==> config.mk <==
export PLATFORM = sky130hd
export DESIGN_NAME = arb_subsys_top
export DESIGN_NICKNAME = d
export VERILOG_FILES = /design/src/arb_pkg.sv /design/src/rr_arbiter.sv /design/src/req_credit_counter.sv /design/src/grant_stats.sv /design/src/arb_apb_regs.sv /design/src/arb_subsys_top.sv
export SDC_FILE = /design/constraint.sdc
export NUM_CORES = 1
export LEC_CHECK = 0
export ABC_AREA = 1
export BUFFER_PORTS_ARGS = -buffer_cell sky130_fd_sc_hd__buf_2
export CORE_MARGIN = 1
export CORE_UTILIZATION = 60
export CTS_CLUSTER_DIAMETER = 150
export DETAILED_ROUTE_END_ITERATION = 7
export GPL_TIMING_DRIVEN = 0
export PLACE_DENSITY = 0.83
export SYNTH_ARGS = -nofsm -noshare
export SYNTH_HDL_FRONTEND = slang
export SYNTH_SLANG_ARGS = --single-unit
==> constraint.sdc <==
create_clock -name clk -period 7 [get_ports clk]
set_input_delay 0.7 -clock clk [delete_from_list [all_inputs] [get_ports clk]]
set_output_delay 0.7 -clock clk [all_outputs]
set_load 0.02 [all_outputs]
==> src/arb_pkg.sv <==
//----------------------------------------------------------
// Arbitration subsystem package
// Holds the mode and register offset encodings and the APB
// widths and field positions shared by the RTL blocks
//----------------------------------------------------------

package arb_pkg;

  //----------------------------------------------------------
  // Bus widths
  //----------------------------------------------------------

  localparam int APB_AW = 12;
  localparam int APB_DW = 32;

  // Word offset sits in address bits 9:2
  localparam int REG_OFF_LSB = 2;
  localparam int REG_OFF_W   = 8;

  //----------------------------------------------------------
  // Register field positions
  //----------------------------------------------------------

  localparam int MODE_LSB       = 0;
  localparam int CREDIT_EN_BIT  = 4;
  localparam int CREDIT_IDX_LSB = 8;

  // Arbitration mode, the unused code 3 behaves as round robin
  typedef enum logic [1:0] {
    mode_strict = 2'd0,
    mode_rotate = 2'd1,
    mode_rr     = 2'd2
  } arb_mode_e;

  // APB word offsets, grant counter i lives at base plus i
  typedef enum logic [7:0] {
    reg_ctrl           = 8'd0,
    reg_credit_load    = 8'd1,
    reg_stats_clear    = 8'd2,
    reg_status         = 8'd3,
    reg_grant_cnt_base = 8'd16
  } arb_reg_e;

endpackage

==> src/rr_arbiter.sv <==
//----------------------------------------------------------
// Three mode arbiter
// Strict, rotating or round robin priority over NUM_REQS
// level requests, with the priority index held in a register
//----------------------------------------------------------

`timescale 1ns/100ps

module rr_arbiter #(
  parameter int NUM_REQS = 4
) (
  input  logic                        clk,
  input  logic                        rst_n,
  input  arb_pkg::arb_mode_e          mode,
  input  logic [NUM_REQS-1:0]         reqs,
  input  logic                        update,
  output logic                        winner_v,
  output logic [$clog2(NUM_REQS)-1:0] winner,
  output logic                        grant_taken
);

  import arb_pkg::*;

  localparam int IDX_W = $clog2(NUM_REQS);
  localparam logic [IDX_W-1:0] LAST_IDX = IDX_W'(NUM_REQS - 1);

  logic [IDX_W-1:0]    idx_q;
  logic [IDX_W-1:0]    idx_next;
  logic [IDX_W-1:0]    idx;
  logic [IDX_W-1:0]    idx_plus1;
  logic [IDX_W-1:0]    win_plus1;
  logic [IDX_W-1:0]    prienc;
  logic [IDX_W:0]      win_sum;
  logic [NUM_REQS-1:0] reqs_rot;

  // Strict mode always starts the search at requestor 0
  assign idx = (mode == mode_strict) ? '0 : idx_q;

  //----------------------------------------------------------
  // Rotate and encode
  //----------------------------------------------------------

  // Rotate right by the index, modulo NUM_REQS so that any
  // requestor count works and not just powers of two
  always_comb begin
    int pos;
    for (int i = 0; i < NUM_REQS; i++) begin
      pos = i + int'(idx);
      if (pos >= NUM_REQS) begin
        pos = pos - NUM_REQS;
      end
      reqs_rot[i] = reqs[pos];
    end
  end

  // Lowest set bit of the rotated vector wins, scanning down so the
  // last hit is the lowest index
  always_comb begin
    prienc = '0;
    for (int i = NUM_REQS - 1; i >= 0; i--) begin
      if (reqs_rot[i]) begin
        prienc = IDX_W'(i);
      end
    end
  end

  // Undo the rotation by adding the index back, with one wrap
  always_comb begin
    win_sum = {1'b0, prienc} + {1'b0, idx};
    if (win_sum >= (IDX_W + 1)'(NUM_REQS)) begin
      win_sum = win_sum - (IDX_W + 1)'(NUM_REQS);
    end
  end

  assign winner_v    = |reqs;
  assign winner      = winner_v ? win_sum[IDX_W-1:0] : '0;
  assign grant_taken = winner_v & update;

  //----------------------------------------------------------
  // Priority index
  //----------------------------------------------------------

  assign idx_plus1 = (idx_q == LAST_IDX) ? '0 : idx_q + IDX_W'(1);
  assign win_plus1 = (winner == LAST_IDX) ? '0 : winner + IDX_W'(1);

  // The index only moves on an accepted grant, so a held winner
  // under back-pressure keeps its place
  always_comb begin
    idx_next = idx_q;
    if (mode == mode_strict) begin
      idx_next = '0;
    end else if (grant_taken) begin
      if (mode == mode_rotate) begin
        idx_next = idx_plus1;
      end else begin
        // Round robin, and the spare code 3 as well
        idx_next = win_plus1;
      end
    end
  end

  always_ff @(posedge clk or negedge rst_n) begin
    if (!rst_n) begin
      idx_q <= '0;
    end else begin
      idx_q <= idx_next;
    end
  end

endmodule

==> src/req_credit_counter.sv <==
//----------------------------------------------------------
// Request credit counters
// One credit counter per requestor, loaded by software and
// spent on accepted grants, masks requestors out of credit
//----------------------------------------------------------

`timescale 1ns/100ps

module req_credit_counter #(
  parameter int NUM_REQS = 4,
  parameter int CREDIT_W = 4
) (
  input  logic                        clk,
  input  logic                        rst_n,
  input  logic [NUM_REQS-1:0]         reqs,
  input  logic                        credit_en,
  input  logic                        credit_load,
  input  logic [$clog2(NUM_REQS)-1:0] credit_idx,
  input  logic [CREDIT_W-1:0]         credit_val,
  input  logic                        grant_taken,
  input  logic [$clog2(NUM_REQS)-1:0] gnt_idx,
  output logic [NUM_REQS-1:0]         reqs_elig
);

  localparam int IDX_W = $clog2(NUM_REQS);

  logic [CREDIT_W-1:0] credit_q [NUM_REQS];
  logic [NUM_REQS-1:0] has_credit;

  //----------------------------------------------------------
  // Counters
  //----------------------------------------------------------

  // A reload beats a spend on the same requestor in the same cycle.
  // The count floors at zero so a grant taken with credits off
  // cannot wrap an empty counter
  always_ff @(posedge clk or negedge rst_n) begin
    if (!rst_n) begin
      for (int i = 0; i < NUM_REQS; i++) begin
        credit_q[i] <= '0;
      end
    end else begin
      for (int i = 0; i < NUM_REQS; i++) begin
        if (credit_load && (credit_idx == IDX_W'(i))) begin
          credit_q[i] <= credit_val;
        end else if (grant_taken && (gnt_idx == IDX_W'(i)) && (credit_q[i] != '0)) begin
          credit_q[i] <= credit_q[i] - CREDIT_W'(1);
        end
      end
    end
  end

  //----------------------------------------------------------
  // Request masking
  //----------------------------------------------------------

  always_comb begin
    for (int i = 0; i < NUM_REQS; i++) begin
      has_credit[i] = (credit_q[i] != '0);
    end
  end

  // With credits off the raw requests pass straight to the arbiter
  assign reqs_elig = credit_en ? (reqs & has_credit) : reqs;

endmodule

==> src/grant_stats.sv <==
//----------------------------------------------------------
// Grant statistics
// Saturating per-requestor counts of accepted grants, read
// over APB and cleared together by a software strobe
//----------------------------------------------------------

`timescale 1ns/100ps

module grant_stats #(
  parameter int NUM_REQS = 4,
  parameter int CNT_W    = 16
) (
  input  logic                        clk,
  input  logic                        rst_n,
  input  logic                        grant_taken,
  input  logic [$clog2(NUM_REQS)-1:0] gnt_idx,
  input  logic                        stats_clear,
  output logic [NUM_REQS*CNT_W-1:0]   grant_cnt
);

  localparam int IDX_W = $clog2(NUM_REQS);

  logic [CNT_W-1:0] cnt_q [NUM_REQS];

  // Clear takes priority over a grant landing in the same cycle,
  // and a full counter simply stays at all ones
  always_ff @(posedge clk or negedge rst_n) begin
    if (!rst_n) begin
      for (int i = 0; i < NUM_REQS; i++) begin
        cnt_q[i] <= '0;
      end
    end else begin
      for (int i = 0; i < NUM_REQS; i++) begin
        if (stats_clear) begin
          cnt_q[i] <= '0;
        end else if (grant_taken && (gnt_idx == IDX_W'(i)) && (cnt_q[i] != '1)) begin
          cnt_q[i] <= cnt_q[i] + CNT_W'(1);
        end
      end
    end
  end

  // Flatten for the register block, requestor 0 in the low bits
  always_comb begin
    for (int i = 0; i < NUM_REQS; i++) begin
      grant_cnt[i*CNT_W +: CNT_W] = cnt_q[i];
    end
  end

endmodule

==> src/arb_apb_regs.sv <==
//----------------------------------------------------------
// Arbitration register block
// APB slave with zero wait states holding the mode and credit
// enable, issuing credit reload and clear strobes and
// returning status and grant counters
//----------------------------------------------------------

`timescale 1ns/100ps

module arb_apb_regs #(
  parameter int NUM_REQS = 4,
  parameter int CREDIT_W = 4,
  parameter int CNT_W    = 16
) (
  input  logic                        clk,
  input  logic                        rst_n,
  input  logic                        psel,
  input  logic                        penable,
  input  logic                        pwrite,
  input  logic [arb_pkg::APB_AW-1:0]  paddr,
  input  logic [arb_pkg::APB_DW-1:0]  pwdata,
  output logic [arb_pkg::APB_DW-1:0]  prdata,
  output logic                        pready,
  output logic                        pslverr,
  input  logic [NUM_REQS-1:0]         reqs,
  input  logic [NUM_REQS*CNT_W-1:0]   grant_cnt,
  output arb_pkg::arb_mode_e          mode,
  output logic                        credit_en,
  output logic                        credit_load,
  output logic [$clog2(NUM_REQS)-1:0] credit_idx,
  output logic [CREDIT_W-1:0]         credit_val,
  output logic                        stats_clear
);

  import arb_pkg::*;

  localparam int IDX_W = $clog2(NUM_REQS);

  logic                 access;
  logic                 wr_en;
  logic [REG_OFF_W-1:0] word_off;
  arb_reg_e             reg_sel;
  logic [7:0]           cred_req;
  logic                 addr_err;
  logic [APB_DW-1:0]    rdata;

  //----------------------------------------------------------
  // Access decode
  //----------------------------------------------------------

  // No wait states, so the access phase is always the last cycle
  assign access   = psel & penable;
  assign wr_en    = access & pwrite;
  assign pready   = 1'b1;
  assign word_off = paddr[REG_OFF_LSB +: REG_OFF_W];
  assign reg_sel  = arb_reg_e'(word_off);

  // Requestor field of a credit reload, checked at its full width
  assign cred_req = pwdata[CREDIT_IDX_LSB +: 8];

  // Read data and error flag for the addressed word.
  // Computed every cycle and only exposed during the access phase
  always_comb begin
    rdata    = '0;
    addr_err = 1'b0;
    case (reg_sel)
      reg_ctrl: begin
        rdata[MODE_LSB +: 2]  = mode;
        rdata[CREDIT_EN_BIT]  = credit_en;
      end
      reg_credit_load: begin
        // Write only, reads return zero
        if (pwrite && (cred_req >= 8'(NUM_REQS))) begin
          addr_err = 1'b1;
        end
      end
      reg_stats_clear: begin
        rdata = '0;
      end
      reg_status: begin
        rdata[NUM_REQS-1:0] = reqs;
        addr_err            = pwrite;
      end
      default: begin
        // Anything outside the counter window is unmapped
        addr_err = 1'b1;
        for (int i = 0; i < NUM_REQS; i++) begin
          if (word_off == REG_OFF_W'(int'(reg_grant_cnt_base) + i)) begin
            rdata[CNT_W-1:0] = grant_cnt[i*CNT_W +: CNT_W];
            addr_err         = pwrite;
          end
        end
      end
    endcase
  end

  assign prdata  = (access && !pwrite) ? rdata : '0;
  assign pslverr = access & addr_err;

  //----------------------------------------------------------
  // Control register
  //----------------------------------------------------------

  always_ff @(posedge clk or negedge rst_n) begin
    if (!rst_n) begin
      mode      <= mode_strict;
      credit_en <= 1'b0;
    end else if (wr_en && (reg_sel == reg_ctrl)) begin
      mode      <= arb_mode_e'(pwdata[MODE_LSB +: 2]);
      credit_en <= pwdata[CREDIT_EN_BIT];
    end
  end

  //----------------------------------------------------------
  // Strobes
  //----------------------------------------------------------

  // Strobes follow the access phase directly, so the datapath
  // registers update on the same edge as the write
  assign credit_load = wr_en & (reg_sel == reg_credit_load) & ~addr_err;
  assign credit_idx  = pwdata[CREDIT_IDX_LSB +: IDX_W];
  assign credit_val  = pwdata[CREDIT_W-1:0];
  assign stats_clear = wr_en & (reg_sel == reg_stats_clear);

endmodule

==> src/arb_subsys_top.sv <==
//----------------------------------------------------------
// Arbitration subsystem top level
// Joins the APB register block to the credit counters, the
// arbiter and the grant statistics
//----------------------------------------------------------

`timescale 1ns/100ps

module arb_subsys_top #(
  parameter int NUM_REQS = 4,
  parameter int CREDIT_W = 4,
  parameter int CNT_W    = 16
) (
  input  logic                        clk,
  input  logic                        rst_n,
  input  logic                        psel,
  input  logic                        penable,
  input  logic                        pwrite,
  input  logic [arb_pkg::APB_AW-1:0]  paddr,
  input  logic [arb_pkg::APB_DW-1:0]  pwdata,
  output logic [arb_pkg::APB_DW-1:0]  prdata,
  output logic                        pready,
  output logic                        pslverr,
  input  logic [NUM_REQS-1:0]         reqs,
  input  logic                        gnt_ack,
  output logic                        gnt_v,
  output logic [$clog2(NUM_REQS)-1:0] gnt_idx
);

  import arb_pkg::*;

  localparam int IDX_W = $clog2(NUM_REQS);

  // Control from the register block
  arb_mode_e                 mode;
  logic                      credit_en;
  logic                      credit_load;
  logic [IDX_W-1:0]          credit_idx;
  logic [CREDIT_W-1:0]       credit_val;
  logic                      stats_clear;

  // Datapath links
  logic [NUM_REQS-1:0]       reqs_elig;
  logic                      grant_taken;
  logic [NUM_REQS*CNT_W-1:0] grant_cnt;

  arb_apb_regs #(
    .NUM_REQS (NUM_REQS),
    .CREDIT_W (CREDIT_W),
    .CNT_W    (CNT_W)
  ) i_arb_apb_regs (
    .clk         (clk),
    .rst_n       (rst_n),
    .psel        (psel),
    .penable     (penable),
    .pwrite      (pwrite),
    .paddr       (paddr),
    .pwdata      (pwdata),
    .prdata      (prdata),
    .pready      (pready),
    .pslverr     (pslverr),
    .reqs        (reqs),
    .grant_cnt   (grant_cnt),
    .mode        (mode),
    .credit_en   (credit_en),
    .credit_load (credit_load),
    .credit_idx  (credit_idx),
    .credit_val  (credit_val),
    .stats_clear (stats_clear)
  );

  req_credit_counter #(
    .NUM_REQS (NUM_REQS),
    .CREDIT_W (CREDIT_W)
  ) i_req_credit_counter (
    .clk         (clk),
    .rst_n       (rst_n),
    .reqs        (reqs),
    .credit_en   (credit_en),
    .credit_load (credit_load),
    .credit_idx  (credit_idx),
    .credit_val  (credit_val),
    .grant_taken (grant_taken),
    .gnt_idx     (gnt_idx),
    .reqs_elig   (reqs_elig)
  );

  // The resource acknowledge is the arbiter's index update
  rr_arbiter #(
    .NUM_REQS (NUM_REQS)
  ) i_rr_arbiter (
    .clk         (clk),
    .rst_n       (rst_n),
    .mode        (mode),
    .reqs        (reqs_elig),
    .update      (gnt_ack),
    .winner_v    (gnt_v),
    .winner      (gnt_idx),
    .grant_taken (grant_taken)
  );

  grant_stats #(
    .NUM_REQS (NUM_REQS),
    .CNT_W    (CNT_W)
  ) i_grant_stats (
    .clk         (clk),
    .rst_n       (rst_n),
    .grant_taken (grant_taken),
    .gnt_idx     (gnt_idx),
    .stats_clear (stats_clear),
    .grant_cnt   (grant_cnt)
  );

endmodule

==> qor.txt, run 1 <==
====================================================================================
Logic gate share of total power                                                15.7%
Final slew viol count                                                              0
Remaining Overflow, GRT                                                            0
Number of DRC violations after detailed-routing iteration 0                      613
Hold crit path type                                                     input port to async pin
Clk pin slew, worst setup/hold paths                                         0.06 ns
Unrepaired setup endpoints after global routing                                   no
Vias in the first global route                                                  5983
Switching Fraction                                                             28.8%
Post-detailed-placement half-perimeter wirelength                           13800 um
Outcome                                                                 finished clean
Root buffer cell                                                        sky130_fd_sc_hd__clkbuf_16
Number of synthesis warnings                                                       0
Highest fanout seen on the critical path                                           3
Later-pin clock latency in the skew report                                   0.36 ns
Main synth FF type                                                      sky130_fd_sc_hd__dfrtp_1
Maximum clock rate                                                           275 MHz
Post-synthesis instance area                                                6800 um2
RD Place Congestion                                                             1.02
Die Y-Extent                                                                  108 um
Arrival time of the worst setup path                                         2.94 ns
GR Util All Layers                                                             32.6%
Power share of the sequential group                                            45.4%
Global-route wire length before repair                                      29300 um
Relative slew margins                                                          58.3%
Worst setup path category                                               register to output port
CTS HTree Levels                                                                   3
Inserted Clock Buffers                                                             9
Final critical path time including I/O delays and setup                      3.64 ns
Largest clock skew in the final design                                    0.00798 ns
Number of optimization iterations in the first detailed-route pass                 6
Floorplan row count                                                               38
Met3 demand-to-capacity share in global routing                                6.69%
Data required, critical path                                                 6.30 ns
Unique masters post-synth                                                         40
Mean cell area of the mapped netlist                                        6.95 um2
Layout cell share with drive strength beyond 1                                 14.8%
Reported max-cap violation count                                                   0
Routed len/inst                                                              15.2 um
Power spent charging and discharging nets                                   0.338 mW
Sort of element at the end of the critical path                          output port
Worst Max-Slew Pin Slew                                                     0.626 ns
Core region area                                                           10900 um2
Quantity of hold-fixing buffers added after cts                                    0
Lkg Pwr                                                                      3.86 nW
Clk buf depth                                                                      2
Most used routing layer                                                         met2
Total internal power                                                        0.834 mW
Final-layout setup total negative slack                                         0 ns
Routed wire length                                                          18300 um
Seq cells post-synth                                                              85
Detailed-route DRC error count                                                     0
Post-synth EDFFs                                                                   0
Share of flip-flops with an asynchronous set or reset after synthesis           100%
Minimum setup slack among reg-to-reg paths                                   3.42 ns
Tcrit/Tclk final                                                               52.0%
Setup Fix Bufs, Post-CTS                                                           0
Initial Util                                                                   62.1%
Largest cells by area after synthesis                                   sky130_fd_sc_hd__dfrtp_1, sky130_fd_sc_hd__nand2_1, sky130_fd_sc_hd__nand3_1
Antenna violations before repair                                                   0
Count of buffers inserted at the top-level ports                                  49
Count of endpoints failing hold in the final timing report                         0
Share of synthesized area occupied by flip-flops and latches                   31.3%
Category of the worst setup path launch point                               register
Via/cell ratio                                                                  5.64
Vias                                                                            6760
CTS tree                                                                       built
Pwr/cell area                                                             155 nW/um2
Largest net degree at the start of global routing                                 46
Met2 track demand over resource in global routing                              50.8%
Post-route antenna net violation count                                             0
Setup violation total in the final timing report                                   0
Top-level I/O count                                                               91
Final total power                                                            1.17 mW
X dimension of the die                                                        108 um
Final antenna diode count                                                          0
Synth-to-layout area growth                                                    11.5%
Global routing met1 resource utilization                                       44.8%
Cell count after synthesis                                                       978
Total number of clock tree sinks                                                  85
Clock network power share                                                      38.9%
Resized Gates After CTS                                                            0
Die Footprint                                                              11800 um2
Max IR drop VDD                                                               172 uV
Cell type with the highest aggregate area in the netlist                sky130_fd_sc_hd__dfrtp_1
Area share of the largest cell type after synthesis                            31.3%
Count of nets after finishing                                                   1122
====================================================================================
[metal layers]
metal,vias to the layer above,routed length (um)
met5,-,0
met4,0,437
met3,45,1400
met2,287,8350
met1,3094,8060
li1,3334,-
[state kept, by name, indices dropped and copies added, names as in the netlist]
signal	cells
i_arb_apb_regs.credit_en	1
i_arb_apb_regs.mode	2
i_grant_stats.grant_cnt	64
i_req_credit_counter.credit_q	16
i_rr_arbiter.idx_q	2
[placed cells by master, fill, tap and decap left out, types with 25 or more instances in the layout]
cell | synthesis | final
sky130_fd_sc_hd__buf_2 | 9 | 57
sky130_fd_sc_hd__nand2_1 | 277 | 277
sky130_fd_sc_hd__inv_1 | 93 | 93
sky130_fd_sc_hd__nor3_1 | 25 | 25
sky130_fd_sc_hd__nand4_1 | 34 | 34
sky130_fd_sc_hd__xor2_1 | 48 | 48
sky130_fd_sc_hd__dfrtp_1 | 85 | 85
sky130_fd_sc_hd__nor2_1 | 90 | 90
sky130_fd_sc_hd__nand3_1 | 112 | 112
sky130_fd_sc_hd__o21ai_0 | 36 | 36
[critical path: stages, from the launching register on]
cell,delay (ns)
sky130_fd_sc_hd__dfrtp_1,0.40
sky130_fd_sc_hd__inv_1,0.08
sky130_fd_sc_hd__ha_1,0.24
sky130_fd_sc_hd__nand3_1,0.20
sky130_fd_sc_hd__nand3_1,0.12
sky130_fd_sc_hd__nand2_1,0.07
sky130_fd_sc_hd__o21ai_0,0.24
sky130_fd_sc_hd__a21oi_1,0.07
sky130_fd_sc_hd__nor2_1,0.10
sky130_fd_sc_hd__nor2_1,0.05
sky130_fd_sc_hd__ha_1,0.18
sky130_fd_sc_hd__xor2_1,0.17
sky130_fd_sc_hd__nand3b_1,0.16
sky130_fd_sc_hd__inv_1,0.05
sky130_fd_sc_hd__nor2_1,0.23
sky130_fd_sc_hd__buf_2,0.22
[power groups by stage]
stage | clock [mW] | combinational (mW) | sequential (mW)
2_1_floorplan | 0 | 0.129 | 0.535
3_3_place_gp | 0 | 0.175 | 0.540
3_5_place_dp | 0 | 0.182 | 0.540
4_1_cts | 0.459 | 0.183 | 0.532
5_1_grt | 0.480 | 0.208 | 0.535
6_report | 0.456 | 0.184 | 0.532
[area by class of cell]
type / instances / area, um2
Clock inverter: 1 / 5.00
Clock buffer: 15 / 268
Sequential cell: 85 / 2130
Tap cell: 140 / 175
Buffer: 44 / 312
Fill cell: 968 / 3360
Inverter: 97 / 364
Timing Repair Buffer: 50 / 275
Multi-Input combinational cell: 767 / 4050
[synth_stat cells, types with 4 or more instances]
cell and n:
sky130_fd_sc_hd__xnor2_1 9, sky130_fd_sc_hd__nand2_1 277, sky130_fd_sc_hd__buf_4 22, sky130_fd_sc_hd__nand4_1 34
sky130_fd_sc_hd__o21ai_0 36, sky130_fd_sc_hd__xor2_1 48, sky130_fd_sc_hd__a21oi_1 20, sky130_fd_sc_hd__nand2_2 15
sky130_fd_sc_hd__o22ai_1 7, sky130_fd_sc_hd__nor2_1 90, sky130_fd_sc_hd__nand3_1 112, sky130_fd_sc_hd__nor4_1 4
sky130_fd_sc_hd__nor3_1 25, sky130_fd_sc_hd__nand3_2 4, sky130_fd_sc_hd__nor3_2 4, sky130_fd_sc_hd__dfrtp_1 85
sky130_fd_sc_hd__inv_1 93, sky130_fd_sc_hd__o21ai_2 9, sky130_fd_sc_hd__buf_6 7, sky130_fd_sc_hd__clkbuf_1 6
sky130_fd_sc_hd__nand3_4 5, sky130_fd_sc_hd__nor2_2 6, sky130_fd_sc_hd__buf_2 9, sky130_fd_sc_hd__ha_1 14
sky130_fd_sc_hd__a31oi_1 8
[per-stage QoR]
step	hold WS (ns)	setup WS, ns	instances	instance area [um2]	utilization, %
after floorplan	0.404	3.96	993	6850	-
after global placement	0.506	3.62	1182	7270	66.5
after detailed placement	0.514	3.49	1183	7300	66.8
after CTS	0.356	3.40	1199	7570	69.3
after global routing	0.376	3.08	1199	7570	69.3
final	0.327	3.36	1199	7570	69.3
[path summary, 6_finish.rpt]
kind	startpoint	cells after the start	end
worst max-delay path	i_req_credit_counter.credit_q[12]	15	gnt_idx[1]
worst min-delay path	rst_n	1	i_grant_stats.grant_cnt[20]
worst max register to register	i_req_credit_counter.credit_q[12]	20	i_grant_stats.grant_cnt[40]
worst min register to register	i_grant_stats.grant_cnt[15]	2	i_grant_stats.grant_cnt[15]
max in group asynchronous	rst_n	2	i_req_credit_counter.credit_q[4]
min in group clk	i_grant_stats.grant_cnt[15]	2	i_grant_stats.grant_cnt[15]
[cells by family (layout without fill, tap and decap cells)]
logic type                 after synthesis  in the layout  synth area share, %
other                                    2             17                0.111
xor gates and xnor gates                57             57                 7.35
AOI/OAI and AO/OA                       86             86                 7.33
and+or+nand+nor                        593            593                 41.4
DFF                                     85             85                 31.3
buffers and inverters                  141            207                 9.94
adders and majority gates               14             14                 2.58
No activity file was read; power rests on OpenSTA's default activity.
==> run 2: changes to the inputs <==
CORE_UTILIZATION = 59   (was 60)
PLACE_DENSITY = 0.81   (was 0.83)
clock period = 3.6 ns   (was 7 ns; I/O delays follow)
==> run 2 against run 1 <==
Compared with the run above:
- the run now ends with hold timing left
- sequential power is 95% higher
- clock-buffer cell count is 3 lower
- die area is 1.7% higher
- wire length is 0.75% lower
- critical path depth is 5 higher
- first-iteration DRC count is 25% higher
- utilization is 0.30 points lower
- final cell count stayed put
- clock power is 110% higher
- via count is 1.0% higher
- final area is 0.43% higher
- combinational power is 96% higher
- critical path type is now register to register
- largest power group unchanged
- highest routed layer unchanged
==> qor.txt, run 2 (synthesis results as in run 1) <==
=================================================================================
Outcome                                                              finished with violations   was finished clean
Failing checks                                                        hold timing
Worst setup path category                                            register to register   was register to output port
Max IR drop VDD                                                            274 uV   was 172 uV
Largest clock skew in the final design                                 0.00844 ns   was 0.00798 ns
Count of buffers inserted at the top-level ports                               49   unchanged
Post-detailed-placement half-perimeter wirelength                        14000 um   was 13800 um
X dimension of the die                                                     109 um   was 108 um
Arrival time of the worst setup path                                      3.58 ns   was 2.94 ns
Footprint of the flip-flops and latches                                  2130 um2   unchanged
Routed len/inst                                                           15.1 um   was 15.2 um
Vias                                                                         6828   was 6760
Inserted Clock Buffers                                                          9   unchanged
Initial Util                                                                61.6%   was 62.1%
Minimum setup slack among reg-to-reg paths                                0.31 ns   was 3.42 ns
Top-level I/O count                                                            91   unchanged
Core region area                                                        11000 um2   was 10900 um2
CTS HTree Levels                                                                3   unchanged
Total number of clock tree sinks                                               85   unchanged
Hold crit path type                                                  input port to async pin   unchanged
Worst hold slack                                                       -0.0137 ns   was 0.327 ns
Met3 demand-to-capacity share in global routing                             4.39%   was 6.69%
Relative slew margins                                                       62.0%   was 58.3%
Sort of element at the end of the critical path                          register   was output port
Detailed-route DRC error count                                                  0   unchanged
Floorplan row count                                                            38   unchanged
RD Place Congestion                                                         0.994   was 1.02
GR Util All Layers                                                          32.2%   was 32.6%
Remaining Overflow, GRT                                                         0   unchanged
Synth-to-layout area growth                                                 11.9%   was 11.5%
Count of nets after finishing                                                1122   unchanged
CTS tree                                                                    built   unchanged
Layout cell share with drive strength beyond 1                              15.1%   was 14.8%
Worst Max-Slew Pin Slew                                                  0.566 ns   was 0.626 ns
Via/cell ratio                                                               5.69   was 5.64
Global-route wire length before repair                                   29600 um   was 29300 um
Post-route antenna net violation count                                          0   unchanged
Root buffer cell                                                     sky130_fd_sc_hd__clkbuf_16   unchanged
Area taken by multi-input logic gates                                    4060 um2   was 4050 um2
Maximum clock rate                                                        304 MHz
Pwr/cell area                                                          308 nW/um2   was 155 nW/um2
Clk pin slew, worst setup/hold paths                                      0.07 ns   was 0.06 ns
Number of optimization iterations in the first detailed-route pass              6   unchanged
Category of the worst setup path launch point                            register   unchanged
Reported max-cap violation count                                                0   unchanged
Die Footprint                                                           12000 um2   was 11800 um2
Filler Cells Inserted                                                         989   was 968
Routed wire length                                                       18100 um   was 18300 um
Antenna violations before repair                                                0   unchanged
Later-pin clock latency in the skew report                                0.35 ns   was 0.36 ns
Die Y-Extent                                                               109 um   was 108 um
Met2 track demand over resource in global routing                           49.1%   was 50.8%
Final-layout setup total negative slack                                      0 ns   unchanged
Count of endpoints failing hold in the final timing report                      9   was 0
Final critical path time including I/O delays and setup                   3.29 ns
Quantity of hold-fixing buffers added after cts                                 0   unchanged
Final slew viol count                                                           0   unchanged
Most used routing layer                                                      met2   unchanged
Highest fanout seen on the critical path                                       10   was 3
Clk buf depth                                                                   2   unchanged
Tcrit/Tclk final                                                            91.4%
Data required, critical path                                              3.89 ns   was 6.30 ns
Final antenna diode count                                                       0   unchanged
Setup violation total in the final timing report                                0   unchanged
Most common library cell in the layout ignoring fill and taps        sky130_fd_sc_hd__nand2_1   unchanged
Vias in the first global route                                               6046   was 5983
Commonest non-fill, non-tap cells in the layout                      sky130_fd_sc_hd__nand2_1, sky130_fd_sc_hd__nand3_1, sky130_fd_sc_hd__inv_1   unchanged
Max FFs per register                                                           64   unchanged
Largest net degree at the start of global routing                              49   was 46
Number of DRC violations after detailed-routing iteration 0                   767   was 613
Unrepaired setup endpoints after global routing                                no   unchanged
Final total power                                                         2.34 mW   was 1.17 mW
Lkg Pwr                                                                   3.86 nW   about the same
Global routing met1 resource utilization                                    46.3%   was 44.8%
=================================================================================
==> run 2: critical path: stages (launching register included) <==
cell                       delay (ns)
sky130_fd_sc_hd__dfrtp_1         0.39
sky130_fd_sc_hd__inv_1           0.08
sky130_fd_sc_hd__ha_1            0.23
sky130_fd_sc_hd__nand3_1         0.20
sky130_fd_sc_hd__nand3_1         0.14
sky130_fd_sc_hd__nand3_1         0.08
sky130_fd_sc_hd__o21ai_1         0.11
sky130_fd_sc_hd__a21oi_1         0.06
sky130_fd_sc_hd__nor2_1          0.09
sky130_fd_sc_hd__nor2_1          0.05
sky130_fd_sc_hd__ha_1            0.18
sky130_fd_sc_hd__xor2_1          0.17
sky130_fd_sc_hd__nand3b_1        0.17
sky130_fd_sc_hd__inv_1           0.05
sky130_fd_sc_hd__nor2_1          0.21
sky130_fd_sc_hd__ha_2            0.28
sky130_fd_sc_hd__nand4_4         0.18
sky130_fd_sc_hd__nand2_2         0.18
sky130_fd_sc_hd__buf_4           0.20
sky130_fd_sc_hd__nand3_1         0.09
sky130_fd_sc_hd__nand2_1         0.07
==> run 2: power breakdown <==
| part | leakage [nW] | internal [mW] | switching [mW] |
|---|---|---|---|
| logic | 2.64 | 0.124 | 0.236 |
| registers | 1.08 | 0.993 | 0.0429 |
| clock network | 0.143 | 0.555 | 0.390 |
| total | 3.86 | 1.67 | 0.669 |
==> run 2: metrics by stage <==
| stage | std cells | utilization (%) | setup WS, ns | hold WS (ns) | area [um2] |
|---|---|---|---|---|---|
| final | 1199 | 69.0 | 0.311 | -0.0137 | 7610 |
| after global routing | 1199 | 69.0 | 0.0246 | 0.0328 | 7610 |
| after CTS | 1199 | 68.9 | 0.184 | 0.00709 | 7600 |
| after detailed placement | 1183 | 66.2 | 0.217 | 0.372 | 7300 |
| after global placement | 1182 | 65.9 | 0.253 | 0.508 | 7270 |
| after floorplan | 993 | - | 0.558 | 0.0644 | 6850 |
==> run 2: cell type report <==
type,instances,area share (%)
tap,140,2.30
inverter,97,4.79
clock inverter,4,0.625
multi-input combinational,767,53.4
timing repair buffer,50,3.62
buffer,44,4.10
clock buffer,12,3.24
sequential,85,28.0
==> run 2: metal layers <==
metal | vias up | share of wire, % | wire length, um
li1 | 3329 | - | -
met1 | 3144 | 45 | 8180
met2 | 311 | 45 | 8130
met3 | 44 | 7.4 | 1340
met4 | 0 | 2.6 | 464
met5 | - | 0 | 0
==> run 2: final timing paths <==
check / from / end / cells after the start
min in group clk: pwdata[4] / i_arb_apb_regs.credit_en / 3
worst min register to register: i_req_credit_counter.credit_q[4] / i_req_credit_counter.credit_q[4] / 2
max in group asynchronous: rst_n / i_req_credit_counter.credit_q[3] / 2
worst max-delay path: i_req_credit_counter.credit_q[0] / i_grant_stats.grant_cnt[47] / 20
worst max register to register: i_req_credit_counter.credit_q[0] / i_grant_stats.grant_cnt[47] / 20
worst min-delay path: rst_n / i_grant_stats.grant_cnt[27] / 1
==> run 2: what timing repair did <==
action	in CTS	in global routing
endpoints found under the hold margin	0	0
endpoints found under the setup margin	0	18
setup buffers	0	0
resized for setup	0	3
